`src/rtl/gfx_pkg.sv`:
```
package gfx_pkg;

    // ========================================
    // Widths
    // ========================================
    localparam int COORD_W    = 16;
    localparam int MEM_ADDR_W = 17;        // 128 KB of video memory
    localparam int PIX_W      = 8;
    localparam int OPCODE_W   = 8;

    localparam logic [MEM_ADDR_W-1:0] PAGE_HALF = 17'd38400;  // Page in a two-page mode
    localparam logic [MEM_ADDR_W-1:0] PAGE_FULL = 17'd76800;  // Whole screen, one page

    // Mode select from mode_control[2:0]
    typedef enum logic [2:0] {
        MODE_640X480_1BPP = 3'b001,
        MODE_640X480_2BPP = 3'b010,
        MODE_320X240_4BPP = 3'b011,
        MODE_320X240_8BPP = 3'b100
    } gfx_mode_e;

    typedef enum logic [OPCODE_W-1:0] {
        OP_WRITE_PIXEL     = 8'h10,
        OP_PIXEL_POS       = 8'h11,
        OP_WRITE_PIXEL_POS = 8'h12,
        OP_CLEAR_SCREEN    = 8'h13,
        OP_GET_PIXEL_AT    = 8'h14
    } gfx_opcode_e;

    typedef struct packed {
        logic [COORD_W-1:0]    width;
        logic [COORD_W-1:0]    height;
        logic [3:0]            bits_per_pixel;   // 1, 2, 4 or 8
        logic                  has_pages;
        logic [MEM_ADDR_W-1:0] page_size;        // Bytes per page
    } mode_cfg_t;

    // Command as assembled by the host from the argument bytes
    typedef struct packed {
        logic [COORD_W-1:0]  x;
        logic [COORD_W-1:0]  y;
        logic [PIX_W-1:0]    color;
        logic [OPCODE_W-1:0] opcode;
    } cmd_t;

    typedef struct packed {
        logic [MEM_ADDR_W-1:0] addr;
        logic [PIX_W-1:0]      wdata;
        logic                  we;
    } mem_req_t;

    // ========================================
    // Mode table
    // ========================================
    function automatic mode_cfg_t lookup_mode_cfg(gfx_mode_e mode);
        mode_cfg_t cfg;
        case (mode)
            MODE_640X480_1BPP: cfg = '{width: 16'd640, height: 16'd480, bits_per_pixel: 4'd1,
                                       has_pages: 1'b1, page_size: PAGE_HALF};
            MODE_640X480_2BPP: cfg = '{width: 16'd640, height: 16'd480, bits_per_pixel: 4'd2,
                                       has_pages: 1'b0, page_size: PAGE_FULL};
            MODE_320X240_4BPP: cfg = '{width: 16'd320, height: 16'd240, bits_per_pixel: 4'd4,
                                       has_pages: 1'b1, page_size: PAGE_HALF};
            MODE_320X240_8BPP: cfg = '{width: 16'd320, height: 16'd240, bits_per_pixel: 4'd8,
                                       has_pages: 1'b0, page_size: PAGE_FULL};
            // Unused codes fall back to 1 bpp without pages
            default:           cfg = '{width: 16'd640, height: 16'd480, bits_per_pixel: 4'd1,
                                       has_pages: 1'b0, page_size: PAGE_HALF};
        endcase
        return cfg;
    endfunction

endpackage

```
`src/rtl/gfx_clear_counter.sv`:
```
module gfx_clear_counter (
    input  logic                             video_clk,
    input  logic                             reset_n,
    input  logic                             clear,
    input  logic                             step,
    input  logic [gfx_pkg::MEM_ADDR_W-1:0]   page_size,
    output logic [gfx_pkg::MEM_ADDR_W-1:0]   count,     // Byte offset inside the page
    output logic                             last
);

    // ========================================
    // Offset counter
    // ========================================
    always_ff @(posedge video_clk or negedge reset_n) begin
        if (!reset_n) begin
            count <= '0;
        end else if (clear) begin
            count <= '0;
        end else if (step) begin
            count <= count + 1'b1;
        end
    end

    // Final byte of the page
    assign last = (count == page_size - 1'b1);

endmodule

```
`src/rtl/gfx_cmd_fsm.sv`:
```
module gfx_cmd_fsm (
    input  logic                             video_clk,
    input  logic                             reset_n,
    input  logic [7:0]                       mode_control,
    input  gfx_pkg::cmd_t                    cmd,
    input  logic                             instruction_start,
    output logic                             busy,
    output logic                             finished,
    output logic                             error,
    output gfx_pkg::mem_req_t                mem_req,
    input  logic [gfx_pkg::PIX_W-1:0]        video_data_in,
    output logic [gfx_pkg::PIX_W-1:0]        result_pixel_data,
    // Cursor
    input  logic [gfx_pkg::COORD_W-1:0]      cur_x,
    input  logic [gfx_pkg::COORD_W-1:0]      cur_y,
    output logic                             cur_load,
    output logic                             cur_advance,
    output logic                             cur_home,
    // Clear counter
    output logic                             cnt_clear,
    output logic                             cnt_step,
    input  logic [gfx_pkg::MEM_ADDR_W-1:0]   cnt_count,
    input  logic                             cnt_last,
    // Address and merge
    output logic [gfx_pkg::COORD_W-1:0]      sel_x,
    output logic [gfx_pkg::COORD_W-1:0]      sel_y,
    input  logic [gfx_pkg::MEM_ADDR_W-1:0]   pix_addr,
    input  logic                             in_bounds,
    output logic [gfx_pkg::PIX_W-1:0]        merge_old,
    output logic [gfx_pkg::PIX_W-1:0]        merge_color,
    input  logic [gfx_pkg::PIX_W-1:0]        new_byte,
    input  logic [gfx_pkg::PIX_W-1:0]        pixel
);

    typedef enum logic [2:0] {
        S_IDLE,
        S_CHECK,      // Single bounds check, first memory access
        S_RD_WAIT,
        S_RD_HOLD,    // Read address held a second cycle
        S_RD_USE,     // Read byte valid on video_data_in
        S_CLEAR,
        S_FINISH,
        S_FAIL
    } state_e;

    state_e               state;
    gfx_pkg::gfx_opcode_e op;
    logic                 direct;       // 8 bpp, no read-modify-write
    logic                 is_write_op;
    logic                 pix_write;

    // cmd stays stable while busy, so the opcode is decoded live
    assign op     = gfx_pkg::gfx_opcode_e'(cmd.opcode);
    assign direct = (gfx_pkg::gfx_mode_e'(mode_control[2:0]) == gfx_pkg::MODE_320X240_8BPP);
    assign is_write_op = (op == gfx_pkg::OP_WRITE_PIXEL) || (op == gfx_pkg::OP_WRITE_PIXEL_POS);

    // ========================================
    // Coordinate source
    // ========================================
    always_comb begin
        if (op == gfx_pkg::OP_CLEAR_SCREEN) begin
            sel_x = '0;                      // Address of (0,0) is the page base
            sel_y = '0;
        end else if (op == gfx_pkg::OP_WRITE_PIXEL) begin
            sel_x = cur_x;
            sel_y = cur_y;
        end else begin
            sel_x = cmd.x;
            sel_y = cmd.y;
        end
    end

    assign merge_old   = video_data_in;
    assign merge_color = cmd.color;

    // Pixel write issued this cycle
    assign pix_write = is_write_op &&
                       ((state == S_CHECK && in_bounds && direct) || state == S_RD_USE);

    assign cur_advance = pix_write;
    assign cur_load    = (state == S_CHECK && in_bounds && op == gfx_pkg::OP_PIXEL_POS) ||
                         (pix_write && op == gfx_pkg::OP_WRITE_PIXEL_POS);
    assign cur_home    = (state == S_CLEAR) && cnt_last;

    assign cnt_clear = (state == S_IDLE);
    assign cnt_step  = (state == S_CLEAR);

    // ========================================
    // Sequencer
    // ========================================
    always_ff @(posedge video_clk or negedge reset_n) begin
        if (!reset_n) begin
            state             <= S_IDLE;
            busy              <= 1'b0;
            finished          <= 1'b0;
            error             <= 1'b0;
            mem_req           <= '0;
            result_pixel_data <= '0;
        end else begin
            finished   <= 1'b0;
            error      <= 1'b0;
            mem_req.we <= 1'b0;
            case (state)
                S_IDLE: begin
                    if (instruction_start) begin
                        case (op)
                            gfx_pkg::OP_CLEAR_SCREEN: begin
                                busy  <= 1'b1;
                                state <= S_CLEAR;
                            end
                            gfx_pkg::OP_WRITE_PIXEL, gfx_pkg::OP_PIXEL_POS,
                            gfx_pkg::OP_WRITE_PIXEL_POS, gfx_pkg::OP_GET_PIXEL_AT: begin
                                busy  <= 1'b1;
                                state <= S_CHECK;
                            end
                            default: error <= 1'b1;    // Unknown opcode, busy stays low
                        endcase
                    end
                end
                S_CHECK: begin
                    if (!in_bounds) begin
                        state <= S_FAIL;
                    end else if (op == gfx_pkg::OP_PIXEL_POS) begin
                        state <= S_FINISH;             // Cursor loads this cycle
                    end else if (op == gfx_pkg::OP_GET_PIXEL_AT || !direct) begin
                        mem_req.addr <= pix_addr;      // Start of read
                        state        <= S_RD_WAIT;
                    end else begin
                        mem_req <= '{addr: pix_addr, wdata: cmd.color, we: 1'b1};
                        state   <= S_FINISH;
                    end
                end
                S_RD_WAIT: state <= S_RD_HOLD;
                S_RD_HOLD: state <= S_RD_USE;
                S_RD_USE: begin
                    if (op == gfx_pkg::OP_GET_PIXEL_AT) begin
                        result_pixel_data <= pixel;
                        finished          <= 1'b1;
                        busy              <= 1'b0;
                        state             <= S_IDLE;
                    end else begin
                        mem_req <= '{addr: pix_addr, wdata: new_byte, we: 1'b1};
                        state   <= S_FINISH;
                    end
                end
                S_CLEAR: begin
                    // One byte per cycle from the page base
                    mem_req <= '{addr: pix_addr + cnt_count, wdata: cmd.color, we: 1'b1};
                    if (cnt_last) begin
                        state <= S_FINISH;
                    end
                end
                S_FINISH: begin
                    finished <= 1'b1;
                    busy     <= 1'b0;
                    state    <= S_IDLE;
                end
                S_FAIL: begin
                    error <= 1'b1;
                    busy  <= 1'b0;
                    state <= S_IDLE;
                end
                default: state <= S_IDLE;
            endcase
        end
    end

endmodule

```
`src/rtl/gfx_controller_top.sv`:
```
module gfx_controller_top (
    input  logic                          video_clk,
    input  logic                          reset_n,
    input  logic [7:0]                    mode_control,   // [2:0] mode, [4] working page
    input  gfx_pkg::cmd_t                 cmd,
    input  logic                          instruction_start,
    output logic                          instruction_busy,
    output logic                          instruction_finished,
    output logic                          instruction_error,
    output gfx_pkg::mem_req_t             mem_req,
    input  logic [gfx_pkg::PIX_W-1:0]     video_data_in,
    output logic [gfx_pkg::PIX_W-1:0]     result_pixel_data
);

    gfx_pkg::mode_cfg_t              mode_cfg;
    logic [gfx_pkg::COORD_W-1:0]     cur_x, cur_y;
    logic [gfx_pkg::COORD_W-1:0]     sel_x, sel_y;
    logic                            cur_load, cur_advance, cur_home;
    logic                            cnt_clear, cnt_step, cnt_last;
    logic [gfx_pkg::MEM_ADDR_W-1:0]  cnt_count;
    logic [gfx_pkg::MEM_ADDR_W-1:0]  pix_addr;
    logic [2:0]                      bit_pos;
    logic                            in_bounds;
    logic [gfx_pkg::PIX_W-1:0]       merge_old, merge_color;
    logic [gfx_pkg::PIX_W-1:0]       new_byte, pixel;

    // Single mode table lookup shared by all blocks
    assign mode_cfg = gfx_pkg::lookup_mode_cfg(gfx_pkg::gfx_mode_e'(mode_control[2:0]));

    gfx_cmd_fsm u_fsm (
        .video_clk, .reset_n, .mode_control, .cmd, .instruction_start,
        .busy(instruction_busy), .finished(instruction_finished), .error(instruction_error),
        .mem_req, .video_data_in, .result_pixel_data,
        .cur_x, .cur_y, .cur_load, .cur_advance, .cur_home,
        .cnt_clear, .cnt_step, .cnt_count, .cnt_last,
        .sel_x, .sel_y, .pix_addr, .in_bounds,
        .merge_old, .merge_color, .new_byte, .pixel
    );

    gfx_cursor u_cursor (
        .video_clk, .reset_n, .mode_cfg,
        .load(cur_load), .load_x(cmd.x), .load_y(cmd.y),
        .advance(cur_advance), .home(cur_home),
        .x(cur_x), .y(cur_y)
    );

    gfx_clear_counter u_clear_counter (
        .video_clk, .reset_n, .clear(cnt_clear), .step(cnt_step),
        .page_size(mode_cfg.page_size), .count(cnt_count), .last(cnt_last)
    );

    gfx_pixel_addr u_pixel_addr (
        .mode_cfg, .page(mode_control[4]), .x(sel_x), .y(sel_y),
        .addr(pix_addr), .bit_pos, .in_bounds
    );

    gfx_pixel_merge u_pixel_merge (
        .bits_per_pixel(mode_cfg.bits_per_pixel), .bit_pos,
        .old_byte(merge_old), .color(merge_color), .new_byte, .pixel
    );

endmodule

```
`src/rtl/gfx_cursor.sv`:
```
module gfx_cursor (
    input  logic                          video_clk,
    input  logic                          reset_n,
    input  gfx_pkg::mode_cfg_t            mode_cfg,
    input  logic                          load,
    input  logic [gfx_pkg::COORD_W-1:0]   load_x,
    input  logic [gfx_pkg::COORD_W-1:0]   load_y,
    input  logic                          advance,
    input  logic                          home,
    output logic [gfx_pkg::COORD_W-1:0]   x,
    output logic [gfx_pkg::COORD_W-1:0]   y
);

    logic [gfx_pkg::COORD_W-1:0] base_x, base_y;
    logic [gfx_pkg::COORD_W-1:0] next_x, next_y;

    // Advance starts from the loaded value when both are set
    always_comb begin
        base_x = load ? load_x : x;
        base_y = load ? load_y : y;
        next_x = base_x;
        next_y = base_y;
        if (advance) begin
            if (base_x >= mode_cfg.width - 16'd1) begin
                next_x = '0;                                   // End of line
                if (base_y >= mode_cfg.height - 16'd1) begin
                    next_y = '0;                               // End of screen
                end else begin
                    next_y = base_y + 16'd1;
                end
            end else begin
                next_x = base_x + 16'd1;
            end
        end
    end

    always_ff @(posedge video_clk or negedge reset_n) begin
        if (!reset_n) begin
            x <= '0;
            y <= '0;
        end else if (home) begin
            x <= '0;
            y <= '0;
        end else begin
            x <= next_x;
            y <= next_y;
        end
    end

endmodule

```
`src/rtl/gfx_pixel_addr.sv`:
```
module gfx_pixel_addr (
    input  gfx_pkg::mode_cfg_t                mode_cfg,
    input  logic                              page,       // Working page select
    input  logic [gfx_pkg::COORD_W-1:0]       x,
    input  logic [gfx_pkg::COORD_W-1:0]       y,
    output logic [gfx_pkg::MEM_ADDR_W-1:0]    addr,
    output logic [2:0]                        bit_pos,    // Low bit of the pixel field
    output logic                              in_bounds
);

    logic [31:0]                     pix_index;
    logic [31:0]                     byte_index;
    logic [gfx_pkg::MEM_ADDR_W-1:0]  page_base;

    // Linear pixel number in raster order
    assign pix_index = 32'(y) * 32'(mode_cfg.width) + 32'(x);

    // Pixels are packed MSB first, so pixel 0 sits in the top bits
    always_comb begin
        case (mode_cfg.bits_per_pixel)
            4'd1: begin
                byte_index = pix_index >> 3;
                bit_pos    = 3'd7 - pix_index[2:0];
            end
            4'd2: begin
                byte_index = pix_index >> 2;
                bit_pos    = {~pix_index[1:0], 1'b0};    // 6, 4, 2, 0
            end
            4'd4: begin
                byte_index = pix_index >> 1;
                bit_pos    = {~pix_index[0], 2'b00};     // Even pixel in high nibble
            end
            default: begin
                byte_index = pix_index;                  // One pixel per byte
                bit_pos    = 3'd0;
            end
        endcase
    end

    assign page_base = (mode_cfg.has_pages && page) ? mode_cfg.page_size : '0;

    assign addr = page_base + byte_index[gfx_pkg::MEM_ADDR_W-1:0];

    assign in_bounds = (x < mode_cfg.width) && (y < mode_cfg.height);

endmodule

```
`src/rtl/gfx_pixel_merge.sv`:
```
module gfx_pixel_merge (
    input  logic [3:0]                  bits_per_pixel,
    input  logic [2:0]                  bit_pos,
    input  logic [gfx_pkg::PIX_W-1:0]   old_byte,
    input  logic [gfx_pkg::PIX_W-1:0]   color,
    output logic [gfx_pkg::PIX_W-1:0]   new_byte,
    output logic [gfx_pkg::PIX_W-1:0]   pixel
);

    logic [gfx_pkg::PIX_W-1:0] field;     // Right-aligned mask of one pixel
    logic [gfx_pkg::PIX_W-1:0] mask;      // Same mask at the pixel position

    always_comb begin
        case (bits_per_pixel)
            4'd1:    field = 8'h01;
            4'd2:    field = 8'h03;
            4'd4:    field = 8'h0f;
            default: field = 8'hff;
        endcase
    end

    assign mask = field << bit_pos;

    // ========================================
    // Insert
    // ========================================
    // Neighbouring pixels in the byte pass through untouched
    assign new_byte = (old_byte & ~mask) | ((color & field) << bit_pos);

    // ========================================
    // Extract
    // ========================================
    assign pixel = (old_byte >> bit_pos) & field;    // Zero-extended

endmodule

```
`config.mk`:
```
export PLATFORM = sky130hd
export DESIGN_NAME = gfx_controller_top
export DESIGN_NICKNAME = d
export VERILOG_FILES = /design/src/rtl/gfx_pkg.sv /design/src/rtl/gfx_clear_counter.sv /design/src/rtl/gfx_cmd_fsm.sv /design/src/rtl/gfx_controller_top.sv /design/src/rtl/gfx_cursor.sv /design/src/rtl/gfx_pixel_addr.sv /design/src/rtl/gfx_pixel_merge.sv
export SDC_FILE = /design/constraint.sdc
export NUM_CORES = 1
export LEC_CHECK = 0
export BUFFER_PORTS_ARGS = -buffer_cell sky130_fd_sc_hd__buf_2
export CAP_MARGIN = 20
export CORE_ASPECT_RATIO = 1.75
export CORE_MARGIN = 2
export CORE_UTILIZATION = 38
export DETAILED_ROUTE_END_ITERATION = 8
export PLACE_DENSITY = 0.67
export SLEW_MARGIN = 20
export SYNTH_ARGS = -nofsm -noshare
export SYNTH_HDL_FRONTEND = slang
export SYNTH_SLANG_ARGS = --single-unit
```
`constraint.sdc`:
```
create_clock -name video_clk -period 9.72 [get_ports video_clk]
set_clock_uncertainty 0.2 [all_clocks]
set_input_delay 0.972 -clock video_clk [delete_from_list [all_inputs] [get_ports video_clk]]
set_output_delay 0.972 -clock video_clk [all_outputs]
set_load 0.01 [all_outputs]
```
# Word-level counts from Yosys, hierarchy flattened
# Cells that the tools add are included.
# Widths: inputs -> output; s select.
# totals
output_inout_bits,37
elab_cells,132
regBits,89
in_bits,67
# classes
n_reduce_logical,25
magnitude_cmp,4
n_addsub,10
bitwise,7
n_eq_ne,29
mul,1
mux,42
shift,3
# ops
op,n
$mux 16,13
$pmux 48 s4,1
$mux 26,3
$pmux 26 s3,1
$mux 17,3
$pmux 17 s3,1
$eq 8x5->1 const B,5
$add 17x17->17,2
$add 16x1->16 const B,2
$ge 16x16->1,2
$and 8x8->8,3
$pmux 8 s3,1
$pmux 3 s7,1
$add 20x16->20,1
$mul 16x10->20,1
$mux 3,6
$add 17x1->17 const B,1
$eq 17x17->1,1
$sub 17x1->17 const B,1
$lt 16x10->1,1
$lt 16x16->1,1
$shl 8x3->8,2
$sub 16x1->16 const B,1
$eq 3x3->1 const B,5
other kinds (34),62

# Logic depth before layout (Yosys ltp)
# Gate-level depths: netlist (run 1).
# depth
ltp_word,17
depth_mapped,40
ltp_nobuf,35

# Cells and area by module
# From an unflattened synthesis (run 1), not the netlist that was laid out.
# unflattened
hier_cells,2143
area_unflattened_um2,17515.5
# modules_own_cells
mod,seq_area_each_um2,n_inst,area_each_um2,cells_per_inst
gfx_pixel_addr,0.0,1,8226.6,1018
gfx_cmd_fsm,1001.0,1,3439.5,417
gfx_cursor,800.8,1,3435.8,400
gfx_clear_counter,425.4,1,1519.0,175
gfx_pixel_merge,0.0,1,799.5,119
gfx_controller_top,0.0,1,95.1,14

# Worst setup path after synthesis (run 1)
# No wires, ideal clock.
# synth_timing
kind,input port to flip-flop
start,in cmd[3] (netlist bit)
end,"reg, netlist name u_fsm.mem_req[25]"
required_time_ns,9.390
setup_slack_ns,0.628
path_stages,40
path_buffers,5
arrival_ns,8.762
setup_time_ns,0.130
cell_sequence,nor4b_4 -> and2_0 -> buf_2 -> buf_2 -> and3_1 -> clkbuf_1 -> clkbuf_1 -> clkbuf_1 -> nand2b_1 -> nor2_1 -> fa_1 -> inv_1 -> fa_1 -> inv_1 -> ha_1 -> fa_1 -> ha_1 -> inv_1 -> [4 not listed] -> xnor2_1 -> nor2_1 -> o21ai_0 -> o21ai_0 -> ha_1 -> inv_1 -> fa_1 -> inv_1 -> ha_1 -> or2_2 -> a21oi_1 -> a31oi_1 -> nand4_1 -> nand4b_1 -> a21oi_1 -> xnor2_1 -> a32oi_1 -> o21ai_0
# synth_between
elab_chain_cells,10
elab_cells_between_ends,24
classes_between,add/sub (3); mul (1); order compare (2); eq/ne (7); mux (9); reduce/logical (2)
# synth_lines
item,line_no,text
start: declaration,gfx_controller_top.sv:5,"input gfx_pkg::cmd_t cmd,"
branches (longest 10 deep; another with $mul 16x10->20),n/a,
# Parallel ways; which one is timed is not known. The select of a mux whose other input is x is not followed.
# A chain may end at the register's enable or synchronous reset.

# Worst setup path after layout (run 1)
# layout_timing
start,in cmd[1] (netlist bit)
end,"reg, netlist name u_fsm.mem_req[25]"
# layout_between
elab_chain_cells,10
elab_cells_between_ends,24
classes_between,add/sub (3); mul (1); order compare (2); eq/ne (7); mux (9); reduce/logical (2)
# layout_lines
item
branches (longest 10 deep; another with $mul 16x10->20)
# Parallel ways; which one is timed is not known. The select of a mux whose other input is x is not followed.

==> results.sh, run 1 <==
export IMPL_synth_seq_cells=89
export IMPL_arrival_ns=8.85
export IMPL_avgSynthCellArea_um2=8.01
export IMPL_initial_core_util_pct=38.7
export IMPL_syn_inst=1255
export IMPL_slowest_stage="fa_1"
export IMPL_whs_ns=0.277
export IMPL_numCtsBuffers=9
export IMPL_worst_path_largest_cell_delay_ns=0.53
export IMPL_crit_required_ns=9.77
export IMPL_start_kind="primary input"
export IMPL_path_max_fanout=17
export IMPL_leakage_nw=5.29
export IMPL_cts_setup_buffers=0
export IMPL_fp_coreArea_um2=26000
export IMPL_post_place_ws_ns=0.527
export IMPL_fp_dieW_um=127
export IMPL_cts_tree="built"
export IMPL_antenna_found_initial=1
export IMPL_synth_cell_types=84
export IMPL_die_area_um2=27800
export IMPL_grt_setup_unrepaired="false"
export IMPL_place_congestion=0.958
export IMPL_worst_pin_slew_ns=1.07
export IMPL_yosysSeqAreaShare_pct=22.2
export IMPL_grt_max_degree=58
export IMPL_peakVddDrop_v=0.000113
export IMPL_grt_overflow_total=0
export IMPL_port_buffers=99
export IMPL_maxSlewViolCount=0
export IMPL_cts_root_buffer="clkbuf_16"
export IMPL_mostFrequentLayoutCells="nand2_1 (155), nor2_1 (108), buf_2 (98), dfrtp_1 (89), ha_1 (86)"
export IMPL_ant_nets=0
export IMPL_min_period_ns=8.80
export IMPL_pin_count=104
export IMPL_dp_hpwl_mm=25.1
export IMPL_power_density_nw_per_um2=226
export IMPL_holdCritPathClass="reg2reg"
export IMPL_dr_pass1_iters=5
export IMPL_clock_path_buffers=2
export IMPL_setup_slack_ns=0.922
export IMPL_wl_per_cell_um=18.8
export IMPL_yosys_warnings=0
export IMPL_crit_type="in2reg"
export IMPL_routed_wl_mm=31.2
export IMPL_ctsHoldBuffers=0
export IMPL_reg2reg_setup_slack_ns=2.23
export IMPL_ys_async_sr_fraction_pct=100
export IMPL_finalCritPeriodShare_pct=90.5
export IMPL_ctsResizeCount=0
export IMPL_nNetsFinal=1517
export IMPL_status="complete, no violations"
export IMPL_syn_area_um2=10000
export IMPL_drv_cap=0
export IMPL_synth_main_ff_cell="dfrtp_1"
export IMPL_vias=9720
export IMPL_drive_gt1_share_pct=12.8
export IMPL_grt_pass1_vias=9590
export IMPL_htree_num_levels=3
export IMPL_grt_first_pass_wirelength_mm=49.3
export IMPL_dieHeight_um=219
export IMPL_hold_viol_final=0
export IMPL_vias_per_cell=5.85
export IMPL_max_freq_mhz=114
export IMPL_path_clk_slew_ns=0.08
export IMPL_setup_tns_ns=0
export IMPL_final_setup_viol_count=0
export IMPL_drt_iter0_drc=673
export IMPL_clkLatencyLatePin_ns=0.38
export IMPL_drc=0
export IMPL_rows=78
export IMPL_cp_end_kind="register"
export IMPL_cts_sinks=89
export IMPL_relSlewSlack_pct=28.2
export IMPL_track_usage_pct=22.6
export IMPL_synth_edff_count=0
export IMPL_syn2layout_area_growth_pct=11.1
export IMPL_layout_commonest_cell="nand2_1"
[registers in the layout (all words and copies together) (netlist names)]
| name | flops |
|---|---|
| u_fsm.result_pixel_data | 8 |
| u_cursor.y | 16 |
| u_fsm.mem_req | 26 |
| u_fsm.busy | 1 |
| u_fsm.finished | 1 |
| u_fsm.state | 3 |
| u_cursor.x | 16 |
| u_clear_counter.count | 17 |
| u_fsm.error | 1 |
[per-stage QoR]
stage | area (um^2) | cells | total power, mW | util (%)
5_1_grt | 11200 | 1660 | 2.77 | 43.0
3_5_place_dp | 10900 | 1643 | 2.17 | 41.8
3_3_place_gp | 10900 | 1643 | 2.14 | 41.8
4_1_cts | 11100 | 1659 | 2.54 | 42.9
2_1_floorplan | 10100 | 1262 | 1.73 | -
6_report | 11200 | 1661 | 2.52 | 43.0
[power by group]
group,internal (mW),switching (mW),total (mW)
clock network,0.183,0.172,0.355
registers,0.456,0.0657,0.522
logic,0.669,0.975,1.64
[synth_stat cells, types with 19 or more instances]
cell / n / area [um^2]
nand2_1: 155 / 582
nor2_1: 109 / 409
dfrtp_1: 89 / 2230
ha_1: 86 / 1080
o21ai_0: 84 / 420
a21oi_1: 74 / 370
inv_1: 63 / 236
mux2i_1: 45 / 450
clkbuf_1: 41 / 154
nand3_1: 41 / 205
and2_1: 39 / 244
xnor2_1: 36 / 315
nor3_1: 34 / 170
fa_1: 30 / 601
and3_1: 25 / 156
a22oi_1: 19 / 143
[routing by layer]
| metal | vias to the layer above | share of wire, % | GRT usage (%) |
|---|---|---|---|
| li1 | 4691 | - | - |
| met1 | 4667 | 36 | 22.4 |
| met2 | 269 | 55 | 43.8 |
| met3 | 93 | 3.7 | 3.46 |
| met4 | 0 | 5.2 | 12.8 |
| met5 | - | 0 | 0 |
[layout make-up]
type                            count  area, um^2
Antenna cell                        2        5.00
Clock buffer                       10         239
Clock inverter                      6        48.8
Fill cell                        2672       14800
Inverter                           64         240
Multi-Input combinational cell   1053        7360
Sequential cell                    89        2230
Tap cell                          320         400
Timing Repair Buffer              117         633
[cell families after synthesis]
kind of cell / Yosys count / share of synthesized area, %
XOR/XNOR: 46 / 4.01
buffers and inverters: 120 / 4.91
AO/OA/AOI/OAI: 325 / 21.6
adder cells (fa/ha/maj): 116 / 16.7
other: 2 / 0.0747
flip-flops: 89 / 22.2
multiplexers: 50 / 5.04
AND/OR/NAND/NOR: 507 / 25.5
[final timing paths]
kind | endpoint | cells after the start | start
worst max register to register | u_fsm.mem_req[25]$_DFFE_PN0P_ | 32 | u_cursor.y[2]$_DFF_PN0_
worst max-delay path | u_fsm.mem_req[25]$_DFFE_PN0P_ | 35 | cmd[1]
min in group asynchronous | u_cursor.y[15]$_DFF_PN0_ | 1 | reset_n
worst min register to register | u_fsm.result_pixel_data[0]$_DFFE_PN0P_ | 2 | u_fsm.result_pixel_data[0]$_DFFE_PN0P_
max in group asynchronous | u_fsm.mem_req[11]$_DFFE_PN0P_ | 2 | reset_n
worst min-delay path | u_fsm.result_pixel_data[0]$_DFFE_PN0P_ | 2 | u_fsm.result_pixel_data[0]$_DFFE_PN0P_
[critical path, delay by kind of cell]
kind                       cells  cell delay (ns)
and+or+nand+nor                9             1.91
adders and majority gates      9             3.24
xor gates and xnor gates       2             0.55
muxes                          1             0.38
buffers and inverters          6             0.57
AOI/OAI and AO/OA              8             1.19
Note: power is estimated with default switching activity, not from simulation.
==> run 2, diff against run 1 <==
--- a/config.mk
+++ b/config.mk
@@ -7,7 +7,6 @@
 export LEC_CHECK = 0
 export BUFFER_PORTS_ARGS = -buffer_cell sky130_fd_sc_hd__buf_2
 export CAP_MARGIN = 20
-export CORE_ASPECT_RATIO = 1.75
 export CORE_MARGIN = 2
 export CORE_UTILIZATION = 38
 export DETAILED_ROUTE_END_ITERATION = 8
==> run 2 against run 1 <==
  * Via count increased by 0.15%
  * First-iteration DRC count grew 51%
  * Cell count rose by 0.72%
  * Critical path depth unchanged
  * Critical path type unchanged
  * Largest cell class unchanged
  * Highest routed layer unchanged
==> results.sh, run 2 (synthesis results as in run 1) <==
export IMPL_status="complete, no violations"
export IMPL_dieHeight_um=167
export IMPL_power_density_nw_per_um2=227
export IMPL_reg2reg_setup_slack_ns=2.30
export IMPL_antenna_found_initial=1
export IMPL_drive_gt1_share_pct=12.6
export IMPL_numCtsBuffers=9
export IMPL_grt_max_degree=63
export IMPL_ctsResizeCount=0
export IMPL_worst_path_largest_cell_delay_ns=0.57
export IMPL_ctsHoldBuffers=0
export IMPL_hold_viol_final=0
export IMPL_crit_required_ns=9.80
export IMPL_grt_overflow_total=0
export IMPL_initial_core_util_pct=38.7
export IMPL_grt_first_pass_wirelength_mm=48.0
export IMPL_die_area_um2=27800
export IMPL_ant_nets=0
export IMPL_slowest_stage="nor4b_4"
export IMPL_path_max_fanout=9
export IMPL_holdCritPathClass="reg2reg"
export IMPL_relSlewSlack_pct=32.1
export IMPL_worst_pin_slew_ns=1.02
export IMPL_finalPower_mw=2.54
export IMPL_maxSlewViolCount=0
export IMPL_clock_path_buffers=2
export IMPL_arrival_ns=8.77
export IMPL_setup_slack_ns=1.03
export IMPL_cts_root_buffer="clkbuf_16"
export IMPL_start_kind="primary input"
export IMPL_routed_wl_mm=29.4
export IMPL_cts_sinks=89
export IMPL_final_setup_viol_count=0
export IMPL_port_buffers=99
export IMPL_cp_end_kind="register"
export IMPL_max_freq_mhz=115
export IMPL_syn2layout_area_growth_pct=11.3
export IMPL_crit_type="in2reg"
export IMPL_dp_hpwl_mm=22.8
export IMPL_grt_setup_unrepaired="false"
export IMPL_setup_tns_ns=0
export IMPL_grt_pass1_vias=9301
export IMPL_rr_worst_depth=32
export IMPL_r2r_start="u_cursor.y[2]$_DFF_PN0_"
export IMPL_cp_endpoint="u_fsm.mem_req[25]$_DFFE_PN0P_"
export IMPL_path_clk_slew_ns=0.06
export IMPL_drv_cap=0
export IMPL_rows=59
export IMPL_dr_pass1_iters=5
export IMPL_cp_startpoint="cmd[2]"
export IMPL_finalCritPeriodShare_pct=89.4
export IMPL_whs_ns=0.276
export IMPL_layout_commonest_cell="nand2_1"
export IMPL_pin_count=104
export IMPL_post_place_ws_ns=0.709
export IMPL_nNetsFinal=1515
export IMPL_mostFrequentLayoutCells="nand2_1 (155), nor2_1 (108), buf_2 (98), dfrtp_1 (89), ha_1 (86)"
export IMPL_track_usage_pct=21.1
export IMPL_largest_reg_flops=26
export IMPL_leakage_nw=5.29
export IMPL_min_period_ns=8.69
export IMPL_clkLatencyLatePin_ns=0.37
export IMPL_fp_dieW_um=167
export IMPL_peakVddDrop_v=0.000127
export IMPL_cts_tree="built"
export IMPL_reg2reg_to="u_fsm.mem_req[25]$_DFFE_PN0P_"
export IMPL_drt_iter0_drc=1018
export IMPL_place_congestion=0.909
export IMPL_reg_largest_list="u_fsm.mem_req x26, u_clear_counter.count x17"
export IMPL_cts_setup_buffers=0
export IMPL_postLayoutCoreUtil_pct=43.0
export IMPL_fp_coreArea_um2=26000
export IMPL_vias=9735
export IMPL_largest_register="u_fsm.mem_req"
export IMPL_vias_per_cell=5.82
export IMPL_htree_num_levels=3
export IMPL_wl_per_cell_um=17.6
export IMPL_drc=0
## run 2: changes by cell type in the layout (fill, tap and decap cells not counted), sizes merged
| cell | previous run | this run |
|---|---|---|
| buf | 117 | 115 |
| diode | 2 | 1 |
| bufinv | 0 | 1 |
| clkinvlp | 3 | 0 |
| inv | 66 | 64 |
| clkinv | 1 | 5 |
## run 2: worst min-delay path by stage
stage	startpoint	endpoint	slack [ns]	cells after the start
global placement	u_fsm.result_pixel_data[1]$_DFFE_PN0P_	u_fsm.result_pixel_data[1]$_DFFE_PN0P_	0.26	2
global route	u_fsm.result_pixel_data[1]$_DFFE_PN0P_	u_fsm.result_pixel_data[1]$_DFFE_PN0P_	0.32	2
finish	u_fsm.result_pixel_data[1]$_DFFE_PN0P_	u_fsm.result_pixel_data[1]$_DFFE_PN0P_	0.28	2
floorplan	u_clear_counter.count[6]$_DFFE_PN0P_	u_clear_counter.count[6]$_DFFE_PN0P_	0.28	1
detailed placement	u_fsm.result_pixel_data[1]$_DFFE_PN0P_	u_fsm.result_pixel_data[1]$_DFFE_PN0P_	0.27	2
CTS	u_fsm.result_pixel_data[1]$_DFFE_PN0P_	u_fsm.result_pixel_data[1]$_DFFE_PN0P_	0.28	2
## run 2: layer usage
| metal | global-route usage (%) | wire length, um | vias up |
|---|---|---|---|
| li1 | - | - | 4686 |
| met5 | 0 | 0 | - |
| met3 | 4.13 | 2050 | 45 |
| met2 | 34.3 | 13500 | 338 |
| met1 | 29.0 | 13300 | 4666 |
| met4 | 5.43 | 541 | 0 |
## run 2: cell type report
type,instances,area (um^2)
clock buffer,10,229
timing repair buffer,115,618
multi-input combinational,1053,7370
clock inverter,6,77.6
fill,2636,14800
sequential,89,2230
tap,335,419
inverter,64,240
antenna,1,2.50
## run 2: critical path, delay by kind of cell
kind            cells  cell delay (ns)
mux                 1             0.33
simple gates        9             1.97
compound gates      8             1.26
fa+ha+maj           9             3.28
xor+xnor            2             0.47
buf+inv             6             0.48
## run 2: stage by stage
stage	cells	cell area, um^2
after CTS	1672	11200
final	1673	11200
after floorplan	1262	10100
after global placement	1656	10900
after global routing	1673	11200
after detailed placement	1656	10900
## run 2: where the power goes
part           internal, mW  switching (mW)  total [mW]  leakage, nW
combinational         0.675           0.953        1.63         3.97
clock                 0.204           0.184       0.388        0.150
sequential            0.456          0.0661       0.522         1.17
==> run 3, diff against run 2 <==
--- a/config.mk
+++ b/config.mk
@@ -7,10 +7,12 @@
 export LEC_CHECK = 0
 export BUFFER_PORTS_ARGS = -buffer_cell sky130_fd_sc_hd__buf_2
 export CAP_MARGIN = 20
+export CELL_PAD_IN_SITES_DETAIL_PLACEMENT = 1
+export CELL_PAD_IN_SITES_GLOBAL_PLACEMENT = 1
 export CORE_MARGIN = 2
 export CORE_UTILIZATION = 38
 export DETAILED_ROUTE_END_ITERATION = 8
-export PLACE_DENSITY = 0.67
+export PLACE_DENSITY = 0.81
 export SLEW_MARGIN = 20
 export SYNTH_ARGS = -nofsm -noshare
 export SYNTH_HDL_FRONTEND = slang
==> run 3 against run 2 <==
  * Die area did not move
  * Setup slack lost 0.24 ns
  * Sequential share of layout area barely moved
  * Hold slack gained 0.0058 ns
  * Cell count decreased by 0.12%
  * Fmax shrank 2.7%
  * Global-route usage grew 3.5 points
  * Total power is 2.8% higher
  * Combinational power increased by 4%
  * Cell area about the same
  * Non-clock buffer count stayed put
==> results.sh, run 3 (synthesis results as in run 1) <==
export IMPL_p_sw_share_pct=48.6
export IMPL_start_kind="primary input"
export IMPL_ant_nets=0
export IMPL_drv_cap=0
export IMPL_max_freq_mhz=112
export IMPL_dieHeight_um=167
export IMPL_leakage_nw=5.29
export IMPL_p_comb_share_pct=64.8
export IMPL_drt_iter0_drc=678
export IMPL_path_max_fanout=17
export IMPL_fp_dieW_um=167
export IMPL_port_buffers=99
export IMPL_grt_overflow_total=0
export IMPL_drc=0
export IMPL_nNetsFinal=1515
export IMPL_instances_no_fill=1671
export IMPL_cp_endpoint="u_fsm.mem_req[25]$_DFFE_PN0P_"
export IMPL_fp_coreArea_um2=26000
export IMPL_grt_setup_unrepaired="false"
export IMPL_peakVddDrop_v=0.000127
export IMPL_largest_register="u_fsm.mem_req"
export IMPL_setup_slack_ns=0.789
export IMPL_track_usage_pct=24.6
export IMPL_wl_per_cell_um=20.3
export IMPL_worst_pin_slew_ns=1.10
export IMPL_grt_max_degree=62
export IMPL_drive_gt1_share_pct=12.6
export IMPL_arrival_ns=8.98
export IMPL_clock_path_buffers=2
export IMPL_r2r_start="u_cursor.y[2]$_DFF_PN0_"
export IMPL_maxSlewViolCount=0
export IMPL_mostFrequentLayoutCells="nand2_1 (155), nor2_1 (108), buf_2 (98), dfrtp_1 (89), ha_1 (86)"
export IMPL_antennaDiodeCount=0
export IMPL_min_period_ns=8.93
export IMPL_numCtsBuffers=9
export IMPL_syn2layout_area_growth_pct=11.2
export IMPL_cts_sinks=89
export IMPL_whs_ns=0.282
export IMPL_ctsHoldBuffers=0
export IMPL_cts_setup_buffers=0
export IMPL_rows=59
export IMPL_htree_num_levels=3
export IMPL_p_clk_share_pct=15.1
export IMPL_cp_end_kind="register"
export IMPL_hold_viol_final=0
export IMPL_place_congestion=0.892
export IMPL_pin_count=104
export IMPL_power_density_nw_per_um2=234
export IMPL_crit_type="in2reg"
export IMPL_crit_required_ns=9.77
export IMPL_reg2reg_setup_slack_ns=2.10
export IMPL_grt_first_pass_wirelength_mm=55.5
export IMPL_routed_wl_mm=33.9
export IMPL_dr_pass1_iters=5
export IMPL_status="complete, no violations"
export IMPL_post_place_ws_ns=0.574
export IMPL_dp_hpwl_mm=26.2
export IMPL_setup_tns_ns=0
export IMPL_worst_path_largest_cell_delay_ns=0.62
export IMPL_cts_root_buffer="clkbuf_16"
export IMPL_reg2reg_to="u_fsm.mem_req[25]$_DFFE_PN0P_"
export IMPL_largest_reg_flops=26
export IMPL_critPathMostFrequentCell="ha_1"
export IMPL_vias_per_cell=5.99
export IMPL_reg_largest_list="u_fsm.mem_req x26, u_clear_counter.count x17"
export IMPL_grt_pass1_vias=10600
export IMPL_relSlewSlack_pct=27.0
export IMPL_dp_cells=1656
export IMPL_rr_worst_depth=32
export IMPL_finalCritPeriodShare_pct=91.9
export IMPL_layout_commonest_cell="nand2_1"
export IMPL_cp_startpoint="cmd[1]"
export IMPL_ctsResizeCount=0
export IMPL_finalPower_mw=2.61
export IMPL_holdCritPathClass="reg2reg"
export IMPL_die_area_um2=27800
export IMPL_cts_tree="built"
export IMPL_initial_core_util_pct=38.7
export IMPL_seqPwrFrac_pct=20.1
export IMPL_vias=10000
export IMPL_internal_power_mw=1.34
export IMPL_netSwitchingPower_mw=1.27
export IMPL_path_clk_slew_ns=0.08
export IMPL_final_setup_viol_count=0
export IMPL_slowest_stage="fa_1"
export IMPL_antenna_found_initial=0
export IMPL_clkLatencyLatePin_ns=0.37
-- run 3: cell types whose count changed in the layout (fill, tap and decap cells not counted) --
cell | previous run | this run
clkbuf_1 | 1 | 0
clkbuf_8 | 0 | 1
clkinv_4 | 2 | 0
clkinv_8 | 1 | 0
clkinvlp_4 | 0 | 1
diode_2 | 1 | 0
inv_8 | 0 | 1
o21bai_1 | 5 | 4
o21bai_2 | 0 | 1
o221ai_1 | 2 | 3
o221ai_2 | 1 | 0
-- run 3: cell type report --
type | count | area (um^2)
timing repair buffer | 115 | 618
clock buffer | 10 | 239
inverter | 64 | 240
clock inverter | 5 | 62.6
sequential | 89 | 2230
multi-input combinational | 1053 | 7370
tap | 335 | 419
fill | 3202 | 14800
-- run 3: layer usage --
metal | global-route usage (%) | wire (um) | vias to the layer above
li1 | - | - | 4680
met1 | 31.9 | 15100 | 4956
met2 | 42.1 | 16100 | 291
met3 | 2.97 | 1520 | 77
met4 | 9.07 | 1120 | 0
met5 | 0 | 0 | -
-- run 3: worst min path at each step --
stage | startpoint | end | depth (start not counted)
2_1_floorplan | u_clear_counter.count[6]$_DFFE_PN0P_ | u_clear_counter.count[6]$_DFFE_PN0P_ | 1
3_3_place_gp | u_fsm.result_pixel_data[1]$_DFFE_PN0P_ | u_fsm.result_pixel_data[1]$_DFFE_PN0P_ | 2
3_5_place_dp | u_fsm.result_pixel_data[5]$_DFFE_PN0P_ | u_fsm.result_pixel_data[5]$_DFFE_PN0P_ | 2
4_1_cts | u_fsm.result_pixel_data[5]$_DFFE_PN0P_ | u_fsm.result_pixel_data[5]$_DFFE_PN0P_ | 2
5_1_grt | u_fsm.result_pixel_data[5]$_DFFE_PN0P_ | u_fsm.result_pixel_data[5]$_DFFE_PN0P_ | 2
6_report | u_fsm.result_pixel_data[5]$_DFFE_PN0P_ | u_fsm.result_pixel_data[5]$_DFFE_PN0P_ | 2
-- run 3: metrics by stage --
stage,instance area (um^2),util [%]
final,11200,43.0
after global routing,11200,43.0
after CTS,11200,43.0
after detailed placement,10900,41.8
after global placement,10900,41.8
after floorplan,10100,-
-- run 3: power by group through the flow --
stage	Clock (mW)	Combinational, mW	Sequential [mW]
CTS	0.402	1.69	0.524
detailed placement	0	1.67	0.530
global placement	0	1.60	0.527
floorplan	0	1.20	0.532
global route	0.413	1.90	0.538
finish	0.395	1.69	0.524
-- run 3: worst max-delay path: cells and delay by family --
kind                       cells  cell delay, ns
xor gates and xnor gates       3            0.69
buffers and inverters          2            0.30
adders and majority gates      8            3.20
and+or+nand+nor                9            1.77
muxes                          1            0.14
AOI/OAI and AO/OA             10            1.87
